**src/fe_config.svh**
```systemverilog
// fetch front end sizing, shared by the RTL and the testbench
// index widths are fixed by the hash layout, so changing them needs matching RTL edits
`ifndef FE_CONFIG_SVH
`define FE_CONFIG_SVH

// fetch address width
`define FE_ADDR_W 64

// global branch history length
`define FE_GHIST_W 16

// pattern table index, 256 entries per bank
`define FE_PHT_IDX_W 8

// target buffer index, 256 entries per way
`define FE_TB_IDX_W 8

// sequential advance in bytes per fetch block
`define FE_FETCH_STEP 16
`define FE_IP_LSB 4

`endif

```
**src/fe_addr_pkg.sv**
```systemverilog
// address and history types for the fetch front end
// history shifts left, the newest outcome sits in bit 0
`include "fe_config.svh"
`default_nettype none

package fe_addr_pkg;

  // one fetch block pointer
  typedef logic [`FE_ADDR_W-1:0] fe_addr_t;

  // global branch history
  typedef logic [`FE_GHIST_W-1:0] fe_ghist_t;

endpackage

`default_nettype wire

```
**src/fe_pred_pkg.sv**
```systemverilog
// prediction, slot and retire training types
// two branch slots per fetch block, slot 0 is the first branch
`include "fe_config.svh"
`default_nettype none

package fe_pred_pkg;

  // tag covers every address bit above the buffer index
  localparam int FE_TB_TAG_W = `FE_ADDR_W - `FE_IP_LSB - `FE_TB_IDX_W;

  // one taken bit per slot
  typedef logic [1:0] fe_pred_t;

  // branch slots present in the current block
  typedef enum logic [1:0] {
    SLOTS_NONE = 2'd0,
    SLOTS_ONE  = 2'd1,
    SLOTS_TWO  = 2'd2
  } fe_slots_e;

  // one retired branch
  typedef struct packed {
    logic                 valid;
    logic                 slot;
    logic                 taken;
    logic                 mispredict;
    fe_addr_pkg::fe_addr_t  src_ip;
    fe_addr_pkg::fe_addr_t  target;
    fe_addr_pkg::fe_ghist_t ghist;
  } fe_retire_s;

  // target buffer entry
  typedef struct packed {
    logic                   valid;
    logic [FE_TB_TAG_W-1:0] tag;
    fe_addr_pkg::fe_addr_t  target;
  } fe_tb_entry_s;

endpackage

`default_nettype wire

```
**src/fetch_sequencer.sv**
```systemverilog
// fetch pointer and history, one step per enabled cycle once the tables are ready
// a mispredict retire redirects regardless of fetch_en, outputs are registered
`include "fe_config.svh"
`default_nettype none

module fetch_sequencer (
  input  logic                    clk,
  input  logic                    rst,
  input  fe_addr_pkg::fe_addr_t   init_ip,
  input  logic                    fetch_en,
  input  fe_pred_pkg::fe_slots_e  slots,
  input  fe_pred_pkg::fe_retire_s retire,
  input  fe_pred_pkg::fe_pred_t   pred_a,
  input  fe_pred_pkg::fe_pred_t   pred_b,
  input  fe_pred_pkg::fe_pred_t   pred_c,
  input  logic                    tables_ready,
  input  logic [1:0]              hit,
  input  fe_addr_pkg::fe_addr_t   target0,
  input  fe_addr_pkg::fe_addr_t   target1,
  output fe_addr_pkg::fe_addr_t   lookup_ip,
  output fe_addr_pkg::fe_ghist_t  lookup_hist,
  output fe_addr_pkg::fe_addr_t   fetch_ip,
  output logic                    fetch_valid,
  output logic                    tbuf_miss
);

  import fe_addr_pkg::*;
  import fe_pred_pkg::*;

  fe_ghist_t ghist;
  fe_pred_t  pred;
  logic      take0;
  logic      take1;
  logic      redirect;
  logic      step;
  fe_addr_t  next_ip;
  fe_ghist_t next_hist;
  logic      next_miss;

  assign pred     = pred_a ^ pred_b ^ pred_c;
  assign take0    = pred[0] && (slots != SLOTS_NONE);
  // slot 1 only exists in two-branch blocks
  assign take1    = pred[1] && (slots == SLOTS_TWO);
  assign redirect = retire.valid && retire.mispredict;
  assign step     = fetch_valid && fetch_en;

  assign lookup_ip   = fetch_ip;
  assign lookup_hist = ghist;

  always_comb begin
    next_ip   = fetch_ip + `FE_ADDR_W'(`FE_FETCH_STEP);
    next_hist = ghist;
    next_miss = 1'b0;
    if (slots != SLOTS_NONE) begin
      next_hist = {ghist[`FE_GHIST_W-3:0], 2'b00};
    end
    if (take0) begin
      if (hit[0]) begin
        next_ip   = target0;
        next_hist = {ghist[`FE_GHIST_W-2:0], 1'b1};
      end else begin
        next_miss = 1'b1;
      end
    end else if (take1) begin
      if (hit[1]) begin
        // slot 0 not taken, slot 1 taken
        next_ip   = target1;
        next_hist = {ghist[`FE_GHIST_W-3:0], 2'b01};
      end else begin
        next_miss = 1'b1;
      end
    end
  end

  always_ff @(posedge clk) begin
    if (rst) begin
      fetch_ip    <= init_ip;
      ghist       <= '0;
      fetch_valid <= 1'b0;
      tbuf_miss   <= 1'b0;
    end else begin
      fetch_valid <= tables_ready;
      tbuf_miss   <= 1'b0;
      if (redirect) begin
        fetch_ip <= retire.target;
        ghist    <= retire.ghist;
      end else if (step) begin
        fetch_ip  <= next_ip;
        ghist     <= next_hist;
        tbuf_miss <= next_miss;
      end
    end
  end

endmodule

`default_nettype wire

```
**config.mk**
```make
export PLATFORM = sky130hd
export DESIGN_NAME = fetch_sequencer
export DESIGN_NICKNAME = d
export VERILOG_FILES = /design/src/fe_addr_pkg.sv /design/src/fe_pred_pkg.sv /design/src/fetch_sequencer.sv
export VERILOG_INCLUDE_DIRS = /design/src
export SDC_FILE = /design/constraint.sdc
export NUM_CORES = 1
export LEC_CHECK = 0
export BUFFER_PORTS_ARGS = -buffer_cell sky130_fd_sc_hd__buf_2
export CORE_AREA = 2 2 193 195
export CTS_CLUSTER_SIZE = 12
export DETAILED_ROUTE_END_ITERATION = 16
export DIE_AREA = 0 0 195 197
export PLACE_DENSITY_LB_ADDON = 0.3
export SYNTH_ARGS = -nofsm -noshare
export SYNTH_HDL_FRONTEND = slang
export SYNTH_SLANG_ARGS = --single-unit
```
**constraint.sdc**
```tcl
create_clock -name clk -period 5.3 [get_ports clk]
set_clock_uncertainty 0.2 [all_clocks]
set_input_delay 0.53 -clock clk [delete_from_list [all_inputs] [get_ports clk]]
set_output_delay 0.53 -clock clk [all_outputs]
set_load 0.01 [all_outputs]
```
==> metrics.txt <==
clock share of power=0.293; Synth Instances=849; final hold viol count=0; layout cell share with drive strength beyond 1=0.4111; Setup CP Type=reg2reg; hold path depth=2; Max Fclk=283.8 MHz; CP Launch Type=register; ys async rst share=0; Min-Delay Path Class=in2reg; DR vias/cell=5.073; placed cell count=1644; LEAKAGE=4.097 nW; Seq pwr share=0.384; Required @ worst endpoint=5.18 ns; NumNets Final=1542; vias in the first global route=8158; TritonCTS clock tree=yes; Seq cells post-synth=82; GR Overflow Total=0; Min-Delay Startpoint=tables_ready; count of input and output buffers=433; Max stage delay on crit path=0.94 ns; pre-CTS WS=1.616 ns; Sw Share=0.3715; total global-route track usage=0.1888; wire per inst=22.64 um; drt pass-1 iters=5; H-tree depth=3; unrepaired setup endpoints after global routing=no; CTS Hold Bufs=0; Die W=195 um; Distinct cells, synth=63; Reg clk slew, reported paths=0.07 ns; Slew HR=0.2084; Post-Syn Nets=1204; Worst setup EP type=register; Max-Cap Viols=0; number of remaining DRC errors=0; Core ar.=36260 um2; CTS Root Cell=clkbuf_16; Total Power=2.394 mW; ys flop type=edfxtp_1; first-pass GRT wire length=53.59 mm; largest net degree at the start of global routing=61; Pint=1.504 mW; Setup Fix Bufs, Post-CTS=0; max-slew violations=0; Post-Syn Area per Cell=8.307 um2; # resized after CTS=0; crit-path max FO=11; starting density of the core=0.1945; worst reg2reg path depth=6; min Tclk post-route=3.524 ns; Worst R2R Setup Slack=1.78 ns; Detailed Route WL=37.72 mm; Clock Latency Late Sink=0.36 ns; NetSw=0.8893 mW; Placer Congestion=0.8327; power per cell area=249.0 nW/um2; worst path bufs/invs=0; Die Footprint=38420 um2; # IOs=500; DRT iter0 DRCs=545; antenna violations before repair=11; Final setup viols=0; critical path's slowest cell=nor4_2; cell area after synthesis=7053 um2; DP Area=9285 um2; final worst path period share=0.6649; post-synthesis sequential area ratio=0.3236; combinational share of power=0.323; Top delay family on crit path=simple AND/OR/NAND/NOR gates; TNS Setup=0 ns; outcome=finished, final reports clean; Max clock buf depth=2; die height=197 um; EDFF count, synth=64; Final Non-Filler Cells=1666; post-DP HPWL=28.82 mm; r2r startpoint=fetch_ip[33]; WHS Endpoint=fetch_valid; clock sinks=82; maximum vdd drop=0.1431 mV; crit path setup slack, layout=1.776 ns; slew at the pin closest to its max-slew limit=1.187 ns; synthesis-to-finish area growth=36.31%; CTS Buf Count=9; synth warn=0; arrival time worst endpoint=3.41 ns; crit path cell chain=and4_1 > nand4_1 > nor4_2 > a21boi_0 > o21ai_0 > a2bb2oi_1; final instance area=9614 um2; vias=8451; Antenna Nets Post-Route=0; Core Rows=70; r2r endpoint=fetch_ip[55]
cells in the final DEF (no fill, tap or decap), types with 8 or more instances in the layout:
| cell type | count |
|---|---|
| or4_1 | 8 |
| o21ai_0 | 49 |
| clkbuf_16 | 11 |
| a221o_1 | 23 |
| nand3_1 | 32 |
| a22oi_1 | 12 |
| nor2_1 | 79 |
| and3_1 | 21 |
| buf_2 | 432 |
| xor2_1 | 13 |
| nor4_1 | 12 |
| a31oi_1 | 9 |
| a221oi_1 | 43 |
| xnor2_1 | 25 |
| o22a_1 | 9 |
| dfxtp_1 | 18 |
| nor3_1 | 36 |
| a21oi_1 | 62 |
| buf_4 | 23 |
| edfxtp_1 | 64 |
| inv_1 | 18 |
| nand4_1 | 17 |
| o21a_1 | 16 |
| a2bb2oi_1 | 12 |
| nand2_1 | 52 |
sequential cells by signal, summed over array words and instances (netlist names):
name         count
fetch_valid      1
lookup_hist     16
tbuf_miss        1
fetch_ip        64
logic make-up after synthesis:
kind of cell,share of synthesized area
compound gates,0.2940
xor+xnor,0.06032
fa+ha+maj,0.001774
buf+inv,0.1141
flops,0.3236
mux,0.01224
simple gates,0.1941
final cells by class:
class                   count  area, um2
clock buffers              11      275.3
multi-input cells         620       4011
clock inverters             5      38.79
well taps                 468      585.6
flip-flops and latches     82       2282
inverters                  19      71.32
fillers                  4044      26650
diodes                      6      15.01
repair buffers            455       2335
worst max-delay path by stage:
stage                    to  slack, ns    startpoint  depth (start not counted)
3_5_place_dp   fetch_ip[34]       1.62     pred_b[0]                          8
5_1_grt        fetch_ip[55]       1.50  fetch_ip[33]                          6
6_report       fetch_ip[55]       1.78  fetch_ip[33]                          6
4_1_cts        fetch_ip[55]       1.74  fetch_ip[33]                          6
2_1_floorplan  fetch_ip[10]       1.75   retire[147]                          6
3_3_place_gp   fetch_ip[34]       1.63     pred_b[0]                          8
through the flow:
stage,hold slack (ns),util
finish,0.1964,0.2651
global route,0.2062,0.2650
CTS,0.1797,0.2647
detailed placement,0.3154,0.2561
global placement,0.3020,0.2561
floorplan,0.3290,-
synth_stat cells, types with 17 or more instances:
library cell   n  area, um2
nor2_1        81      304.0
buf_4         65      488.0
edfxtp_1      64       1922
a21oi_1       62      310.3
nand2_1       54      202.7
clkbuf_1      52      195.2
o21ai_0       49      245.2
a221oi_1      43      376.6
nor3_1        37      185.2
nand3_1       32      160.2
xnor2_1       25      219.0
a221o_1       23      230.2
and3_1        21      131.4
dfxtp_1       18      360.4
inv_1         18      67.56
nand4_1       17      106.4
power by group through the flow:
stage,registers (mW),logic [mW],clock network [mW]
2_1_floorplan,0.918,0.440,0
3_3_place_gp,0.927,0.778,0
3_5_place_dp,0.930,0.781,0
4_1_cts,0.916,0.784,0.732
5_1_grt,0.930,0.846,0.745
6_report,0.918,0.774,0.701
per-layer routing:
layer  global-route usage  routed length, um
met4              0.05796                824
met2               0.3225              18300
met1               0.2406              16140
met3              0.03645               2395
met5                    0                 62
Note: power is estimated with default switching activity, not from simulation.
