<file path="src/fe_config.svh">
// fetch front end sizing, shared by the RTL and the testbench
// index widths are fixed by the hash layout, so changing them needs matching RTL edits
`ifndef FE_CONFIG_SVH
`define FE_CONFIG_SVH

// fetch address width
`define FE_ADDR_W 64

// global branch history length
`define FE_GHIST_W 16

// pattern table index, 256 entries per bank
`define FE_PHT_IDX_W 8

// target buffer index, 256 entries per way
`define FE_TB_IDX_W 8

// sequential advance in bytes per fetch block
`define FE_FETCH_STEP 16
`define FE_IP_LSB 4

`endif

</file>
<file path="src/fe_addr_pkg.sv">
// address and history types for the fetch front end
// history shifts left, the newest outcome sits in bit 0
`include "fe_config.svh"
`default_nettype none

package fe_addr_pkg;

  // one fetch block pointer
  typedef logic [`FE_ADDR_W-1:0] fe_addr_t;

  // global branch history
  typedef logic [`FE_GHIST_W-1:0] fe_ghist_t;

endpackage

`default_nettype wire

</file>
<file path="src/fe_pred_pkg.sv">
// prediction, slot and retire training types
// two branch slots per fetch block, slot 0 is the first branch
`include "fe_config.svh"
`default_nettype none

package fe_pred_pkg;

  // tag covers every address bit above the buffer index
  localparam int FE_TB_TAG_W = `FE_ADDR_W - `FE_IP_LSB - `FE_TB_IDX_W;

  // one taken bit per slot
  typedef logic [1:0] fe_pred_t;

  // branch slots present in the current block
  typedef enum logic [1:0] {
    SLOTS_NONE = 2'd0,
    SLOTS_ONE  = 2'd1,
    SLOTS_TWO  = 2'd2
  } fe_slots_e;

  // one retired branch
  typedef struct packed {
    logic                 valid;
    logic                 slot;
    logic                 taken;
    logic                 mispredict;
    fe_addr_pkg::fe_addr_t  src_ip;
    fe_addr_pkg::fe_addr_t  target;
    fe_addr_pkg::fe_ghist_t ghist;
  } fe_retire_s;

  // target buffer entry
  typedef struct packed {
    logic                   valid;
    logic [FE_TB_TAG_W-1:0] tag;
    fe_addr_pkg::fe_addr_t  target;
  } fe_tb_entry_s;

endpackage

`default_nettype wire

</file>
<file path="src/pht_bank.sv">
// one 2-bit pattern table, 256 entries, combinational read
// cleared by a sweep of one entry per cycle after reset, pred is undefined until ready
// retire updates are ignored during the sweep
`include "fe_config.svh"
`default_nettype none

module pht_bank #(
  parameter int HIST_BITS = 2
) (
  input  logic                   clk,
  input  logic                   rst,
  input  fe_addr_pkg::fe_addr_t  lookup_ip,
  input  fe_addr_pkg::fe_ghist_t lookup_hist,
  input  fe_pred_pkg::fe_retire_s retire,
  output fe_pred_pkg::fe_pred_t  pred,
  output logic                   ready
);

  import fe_addr_pkg::*;
  import fe_pred_pkg::*;

  localparam int IDX_W   = `FE_PHT_IDX_W;
  localparam int IP_BITS = IDX_W - HIST_BITS;
  localparam int DEPTH   = 1 << IDX_W;

  fe_pred_t         table_q [DEPTH];
  logic [IDX_W-1:0] clr_idx;
  logic [IDX_W-1:0] rd_idx;
  logic [IDX_W-1:0] upd_idx;
  logic             do_flip;

  // history bits on top, pointer bits below
  function automatic logic [IDX_W-1:0] pht_hash(input fe_addr_t ip, input fe_ghist_t gh);
    return {gh[HIST_BITS-1:0], ip[`FE_IP_LSB +: IP_BITS]};
  endfunction

  assign rd_idx  = pht_hash(lookup_ip, lookup_hist);
  assign upd_idx = pht_hash(retire.src_ip, retire.ghist);
  assign do_flip = ready && retire.valid && retire.mispredict;

  // read sees contents from before this cycle's update
  assign pred = table_q[rd_idx];

  // clear sweep
  always_ff @(posedge clk) begin
    if (rst) begin
      clr_idx <= '0;
      ready   <= 1'b0;
    end else if (!ready) begin
      clr_idx <= clr_idx + 1'b1;
      // counter wraps on the last entry
      if (clr_idx == '1) begin
        ready <= 1'b1;
      end
    end
  end

  always_ff @(posedge clk) begin
    if (!ready) begin
      table_q[clr_idx] <= '0;
    end else if (do_flip) begin
      // mispredict flips only the retiring slot
      table_q[upd_idx][retire.slot] <= ~table_q[upd_idx][retire.slot];
    end
  end

endmodule

`default_nettype wire

</file>
<file path="config.mk">
export PLATFORM = sky130hd
export DESIGN_NAME = pht_bank
export DESIGN_NICKNAME = d
export VERILOG_FILES = /design/src/fe_addr_pkg.sv /design/src/fe_pred_pkg.sv /design/src/pht_bank.sv
export VERILOG_INCLUDE_DIRS = /design/src
export SDC_FILE = /design/constraint.sdc
export NUM_CORES = 1
export LEC_CHECK = 0
export BUFFER_PORTS_ARGS = -buffer_cell sky130_fd_sc_hd__clkbuf_2
export CORE_MARGIN = 8
export CORE_UTILIZATION = 40
export CTS_CLUSTER_SIZE = 14
export DETAILED_ROUTE_END_ITERATION = 7
export MAX_ROUTING_LAYER = met4
export PLACE_DENSITY = 0.53
export SLEW_MARGIN = 10
export SYNTH_ARGS = -nofsm -noshare
export SYNTH_HDL_FRONTEND = slang
export SYNTH_SLANG_ARGS = --single-unit
</file>
<file path="constraint.sdc">
create_clock -name clk -period 27.5 [get_ports clk]
set_clock_uncertainty 0.15 [all_clocks]
set_input_delay 1.375 -clock clk [delete_from_list [all_inputs] [get_ports clk]]
set_output_delay 1.375 -clock clk [all_outputs]
set_load 0.01 [all_outputs]
</file>
==> results of run 1 <==
[worst max-delay path by stage]
stage          startpoint              end  slack [ps]  depth (start not counted)
2_1_floorplan  retire[84]    table_q[0][0]        6910                         10
3_3_place_gp   retire[85]  table_q[168][1]       19040                         12
3_5_place_dp   retire[85]  table_q[168][1]       18880                         12
4_1_cts        retire[85]  table_q[184][1]       19500                         12
5_1_grt        retire[85]  table_q[184][1]       19500                         13
6_report       retire[85]  table_q[185][1]       19880                         13
[per-layer routing]
metal,up-vias,global-route usage,share of wire
li1,7111,-,-
met1,9008,0.278,0.41
met2,623,0.357,0.50
met3,124,0.0279,0.060
met4,0,0.0591,0.026
met5,-,-,0
[area by class of cell]
| type | instances | area (um2) | share of cell area |
|---|---|---|---|
| Inverter | 5 | 18.8 | 0.000638 |
| Antenna cell | 3 | 7.51 | 0.000255 |
| Clock inverter | 24 | 201 | 0.00685 |
| Sequential cell | 521 | 15600 | 0.529 |
| Clock buffer | 79 | 1520 | 0.0517 |
| Tap cell | 873 | 1090 | 0.0372 |
| Multi-Input combinational cell | 1165 | 10500 | 0.358 |
| Timing Repair Buffer | 64 | 475 | 0.0162 |
[synthesized netlist by cell type (3+ instances only)]
master and instances:
mux2i_1 50, a211oi_1 5, buf_1 19, a22oi_1 23, nor4_1 7, a31oi_1 4
or3_1 3, nor3_1 8, nand2b_1 7, clkbuf_1 95, o31ai_1 10, mux2_2 7
inv_1 4, o21ai_0 4, nand3_1 46, xor2_1 5, a22o_1 5, dfxtp_1 9
a221oi_1 5, mux4_2 273, or4_1 3, edfxtp_1 512, o21ai_1 7, buf_4 6
nor2_1 547, buf_2 34, o22ai_1 14, nand2_1 64, nor2b_1 6, o221ai_1 8
and2_1 4, a21oi_1 17, nand3b_1 7, o211ai_1 3, buf_6 3, and3_1 3
[power groups by stage]
stage	registers [mW]	clock network [mW]	logic [mW]
3_3_place_gp	0.878	0	0.115
2_1_floorplan	0.877	0	0.0736
3_5_place_dp	0.878	0	0.115
4_1_cts	0.861	0.744	0.115
5_1_grt	0.861	0.771	0.119
6_report	0.861	0.728	0.114
[flip-flops by register name, summed over array words and instances (netlist names)]
signal   count
ready        1
table_q    512
clr_idx      8
[worst max-delay path, cell delays in order]
cell,delay [ps]
buf_6,650
buf_4,840
mux4_2,460
mux2i_1,220
nor3_1,60
or4b_2,640
nor3_1,390
a31oi_1,210
a22oi_2,270
buf_4,760
buf_4,910
buf_4,540
buf_16,340
[stage by stage]
step	hold WS, ps	total power [mW]	util	cells
after floorplan	395	0.951	-	1849
after global placement	437	0.993	0.415	2627
after detailed placement	457	0.993	0.415	2627
after CTS	463	1.72	0.440	2730
after global routing	510	1.75	0.441	2734
final	459	1.70	0.441	2734
[cells by family (layout without fill, tap and decap cells)]
| logic type | count (synthesis) | after routing | share of synthesized area |
|---|---|---|---|
| adder cells (fa/ha/maj) | 1 | 1 | 0.000468 |
| flip-flops | 521 | 521 | 0.582 |
| multiplexers | 330 | 330 | 0.252 |
| XOR/XNOR | 7 | 7 | 0.00229 |
| AO/OA/AOI/OAI | 115 | 115 | 0.0300 |
| buffers and inverters | 163 | 172 | 0.0262 |
| AND/OR/NAND/NOR | 712 | 712 | 0.108 |
| other | 0 | 3 | 0 |
==> run metrics, run 1 <==
post-cts sizing count=0; Synth area leaders=edfxtp_1, mux4_2, nor2_1, mux2i_1, clkbuf_1; Clk pin slew, worst setup/hold paths=approximately 60 ps; LEAKAGE=just under 10 nW; Row Count=95; post-synth cell types=53; CTS tree=done; DRC viols=0; DP Worst Slack=between 15000 and 20000 ps; #FFs+latches synth=521; Peak VDD IR=between 0.05 and 0.06 mV; Endpoint, Worst Hold=clr_idx[1]; syn nets=around 2100; sequential area share after synthesis=0.582; syn avg cell area=around 14 um2; clock sink count=between 500 and 600; worst hold path class=reg -> reg; Seq pwr share=0.506; die width=between 200 and 300 um; EDFF count, synth=between 500 and 600; top cell type's share of synthesized area=0.575; synthesized area=around 27000 um2; predominant post-synthesis flop cell=edfxtp_1; CP required=about 28000 ps; cell area power density=between 50 and 60 nW/um2; FFs w/ async S/R, synth=0; Setup CP Type=in -> reg; Fmax=about 0.13 GHz; CTS hold repair buffers=0; Net Sw Frac=0.225; Root Driver=clkbuf_16; P_int=1.32 mW; Relative slew margins=0.199; Post-CTS Setup Inserts=0; FILL cells=~6000; TritonCTS Buffers=57; ANT nets after route=0; RePlAce Congestion=0.801; status=completed; Syn. warnings=0; layout cells sized above 1=0.227; most frequent cells in the layout=nor2_1, edfxtp_1, mux4_2; Max Cap Viol=0; Final min period=7620 ps; setup TNS=0 ps; Vert. Die Dim=between 200 and 300 um; Worst R2R Start=table_q[187][1]; IO Pins=between 200 and 250; CP arrival=about 8000 ps; WL/cell=around 29 um; Mapped Cells=approximately 1800; RR Endpoint=table_q[185][1]; Placed Area=around 28000 um2; final net count=between 2000 and 2500; Hold Path Origin=clr_idx[1]; drt pass-1 iters=5; Detail Placement HPWL=44.9 mm; final wirelength=about 80 mm; final design area excluding fillers=29400 um2; Starting Density=0.401; Final WS setup=19880 ps; core area=66700 um2; final setup vio count=0; largest net degree at the start of global routing=~140; CP max FO=about 120; total die area=approximately 75000 um2; Fin. Hold Viols=0; gr usage total=0.215; H-tree Lvls=2; DRT iter0 DRCs=1878; drt via density=just over 6; PortBufs=23; crit end category=flip-flop; first-pass GRT wire length=about 120 mm; combinational power share=0.067; most common cell after layout, fill and taps aside=nor2_1; initial antenna violation count=3; R2R cell count=11; final slew viol count=0; NetSw=0.383 mW; Final period util=0.277; routed vias=between 15000 and 20000; area leader, netlist=edfxtp_1; vias in the first global route=about 17000; pin slew with the least headroom to its limit=1200 ps; Clock Path Buffers=3; remaining global-route overflow=0; clock group share of total power=0.428; worst-skew pair later-pin latency=~600 ps; RSZ-0062 raised after global routing=false; hold-critical path depth=2; startpoint class of the critical path=input port; R2R setup slack=between 20000 and 25000 ps; area added between synthesis and finish=9.92%
Note: power is estimated with default switching activity, not from simulation.
==> run 2, diff against run 1 <==
- PLACE_DENSITY: 0.53 -> 0.55
- clock period: 27.5 -> 6.85 ns (I/O delays scaled with it)
==> run 2 against run 1 <==
  * Core utilization is essentially flat
  * Critical path type unchanged
  * Critical endpoint is now table_q[143][1]
  * Critical path depth decreased by 3
  * Sequential power rose to 4.0 times the previous value
  * Die area stayed put
  * Final area is 0.11% higher
  * Clock power grew to 3.9 times the previous value
  * Via count fell by 0.24%
  * Power increased to 4.0 times the previous value
  * Register-to-register slack lost 19000 ps
  * Non-clock buffer count grew 2
==> run metrics, run 2 (synthesized netlist as in run 1, its figures left out) <==
Clk pin slew, worst setup/hold paths=60 ps (about the same); worst hold path class=in -> reg; final wirelength=77.2 mm (-1.8%); crit end category=flip-flop; drt pass-1 iters=5 (unchanged); TritonCTS Buffers=57 (unchanged); Final min period=between 4000 and 5000 ps; Peak VDD IR=0.181 mV (+250%); ANT nets after route=0 (unchanged); die width=275 um (unchanged); CTS tree=done; IO Pins=233 (unchanged); R2R cell count=8 (-3); Endpoint, Worst Hold=clr_idx[3]; Fin. Hold Viols=0 (unchanged); most frequent cells in the layout=nor2_1, edfxtp_1, mux4_2; final slew viol count=0 (unchanged); largest net degree at the start of global routing=205 (+47%); WL/cell=28.2 um (-1.8%); CP arrival=4570 ps (-3280 ps); initial antenna violation count=4 (+1); status=completed; Row Count=95 (unchanged); hold-critical path depth=3 (+1); Critical Path, Cell by Cell=buf_6 -> buf_4 -> mux4_2 -> mux2_2 -> o21ai_0 -> a21oi_1 -> nor4_1 -> a221oi_1 -> a22oi_2 -> buf_12; gr usage total=0.211 (-0.00429); RR Endpoint=table_q[143][1]; Max stage delay on crit path=770 ps (-140 ps); worst-skew pair later-pin latency=630 ps (+30 ps); CP required=6980 ps (-20750 ps); Worst R2R Start=ready; final net count=2047 (+0.098%); Post-CTS Setup Inserts=0 (unchanged); Detail Placement HPWL=45.5 mm (+1.4%); layout cells sized above 1=0.231 (+0.00364); cell area power density=230 nW/um2 (+300%); Vert. Die Dim=275 um (unchanged); routed vias=16800 (-0.24%); CP max FO=204 (+71%); Hold Path Origin=rst; DRC viols=0 (unchanged); setup TNS=0 ps (unchanged); remaining global-route overflow=0 (unchanged); vias in the first global route=17200 (-1.2%); Setup CP Type=in -> reg; Largest Register=table_q; RePlAce Congestion=0.796 (-0.59%); hold slack=445 ps (-14.0 ps); startpoint class of the critical path=input port; Fmax=approximately 0.23 GHz; H-tree Lvls=2 (unchanged); Regs by FF count=table_q (512), clr_idx (8), ready (1); most common cell after layout, fill and taps aside=nor2_1; RSZ-0062 raised after global routing=false; final setup vio count=0 (unchanged); area added between synthesis and finish=10.0%; total die area=75400 um2 (unchanged); pin slew with the least headroom to its limit=1190 ps (-9.32 ps); core area=66700 um2 (unchanged); critical path's top delay family=buffers and inverters; Crit path buffers/inverters=3 (-3); clock sink count=521 (unchanged); Clock Path Buffers=3 (unchanged); R2R setup slack=2810 ps (-18990 ps); Relative slew margins=0.205 (+0.00593); DRT iter0 DRCs=1857 (-1.1%); Root Driver=clkbuf_16; PortBufs=23 (unchanged); first-pass GRT wire length=113 mm (-2.4%); drt via density=6.15 (-0.31%); Final period util=0.647; Max Cap Viol=0 (unchanged); max FFs per register=512 (unchanged); slowest CP cell=nor4_1; Starting Density=0.401 (unchanged); LEAKAGE=9.73 nW (+0.31%)
## run 2: how the worst max path moves through the flow
stage            startpoint         endpoint  slack (ps)  depth (start not counted)
5_1_grt        lookup_ip[4]          pred[1]        2280                          8
4_1_cts        lookup_ip[4]          pred[1]        2410                          8
6_report         retire[85]  table_q[143][1]        2410                         10
3_5_place_dp     retire[85]   table_q[11][1]        1970                         10
3_3_place_gp     retire[85]  table_q[142][1]        1970                         10
2_1_floorplan    retire[84]    table_q[0][0]       -4830                          8
## run 2: where the power goes
part           total [mW]  switching, mW  internal, mW  leakage (nW)
clock network        2.85           1.26          1.60         0.838
registers            3.46        0.00444          3.45          5.62
logic               0.459          0.289         0.170          3.27
## run 2: repair_timing
action	in CTS	in global routing
hold buffers	1	0
setup endpoints to repair	0	0
resized for setup	0	0
hold endpoints to repair	9	0
## run 2: final cells by class
class	instances	area, um2
multi-input combinational	1165	10500
clock inverter	30	165
sequential	521	15600
timing repair buffer	66	536
antenna	4	10.0
tap	873	1090
inverter	5	18.8
fill	6012	37300
clock buffer	72	1530
## run 2: metrics by stage
stage          utilization  power (mW)  setup slack, ps  instance area (um2)  std cells
4_1_cts              0.441        6.83             2410                29400       2732
5_1_grt              0.441        6.96             2280                29400       2736
3_5_place_dp         0.416        3.98             1970                27700       2629
6_report             0.441        6.77             2410                29400       2736
2_1_floorplan            -        3.82            -4830                26800       1849
3_3_place_gp         0.416        3.98             1970                27700       2629
## run 2: metal layers
layer | vias up | routed length (um) | track usage
met5 | - | 0 | -
met2 | 652 | 38000 | 0.340
met1 | 8867 | 30900 | 0.264
met3 | 180 | 5120 | 0.0363
met4 | 0 | 3240 | 0.0866
li1 | 7127 | - | -
## run 2: tightest hold or removal path: stages
cell           delay, ps
dlygate4sd3_1        540
clkbuf_2             220
nor2_1                70
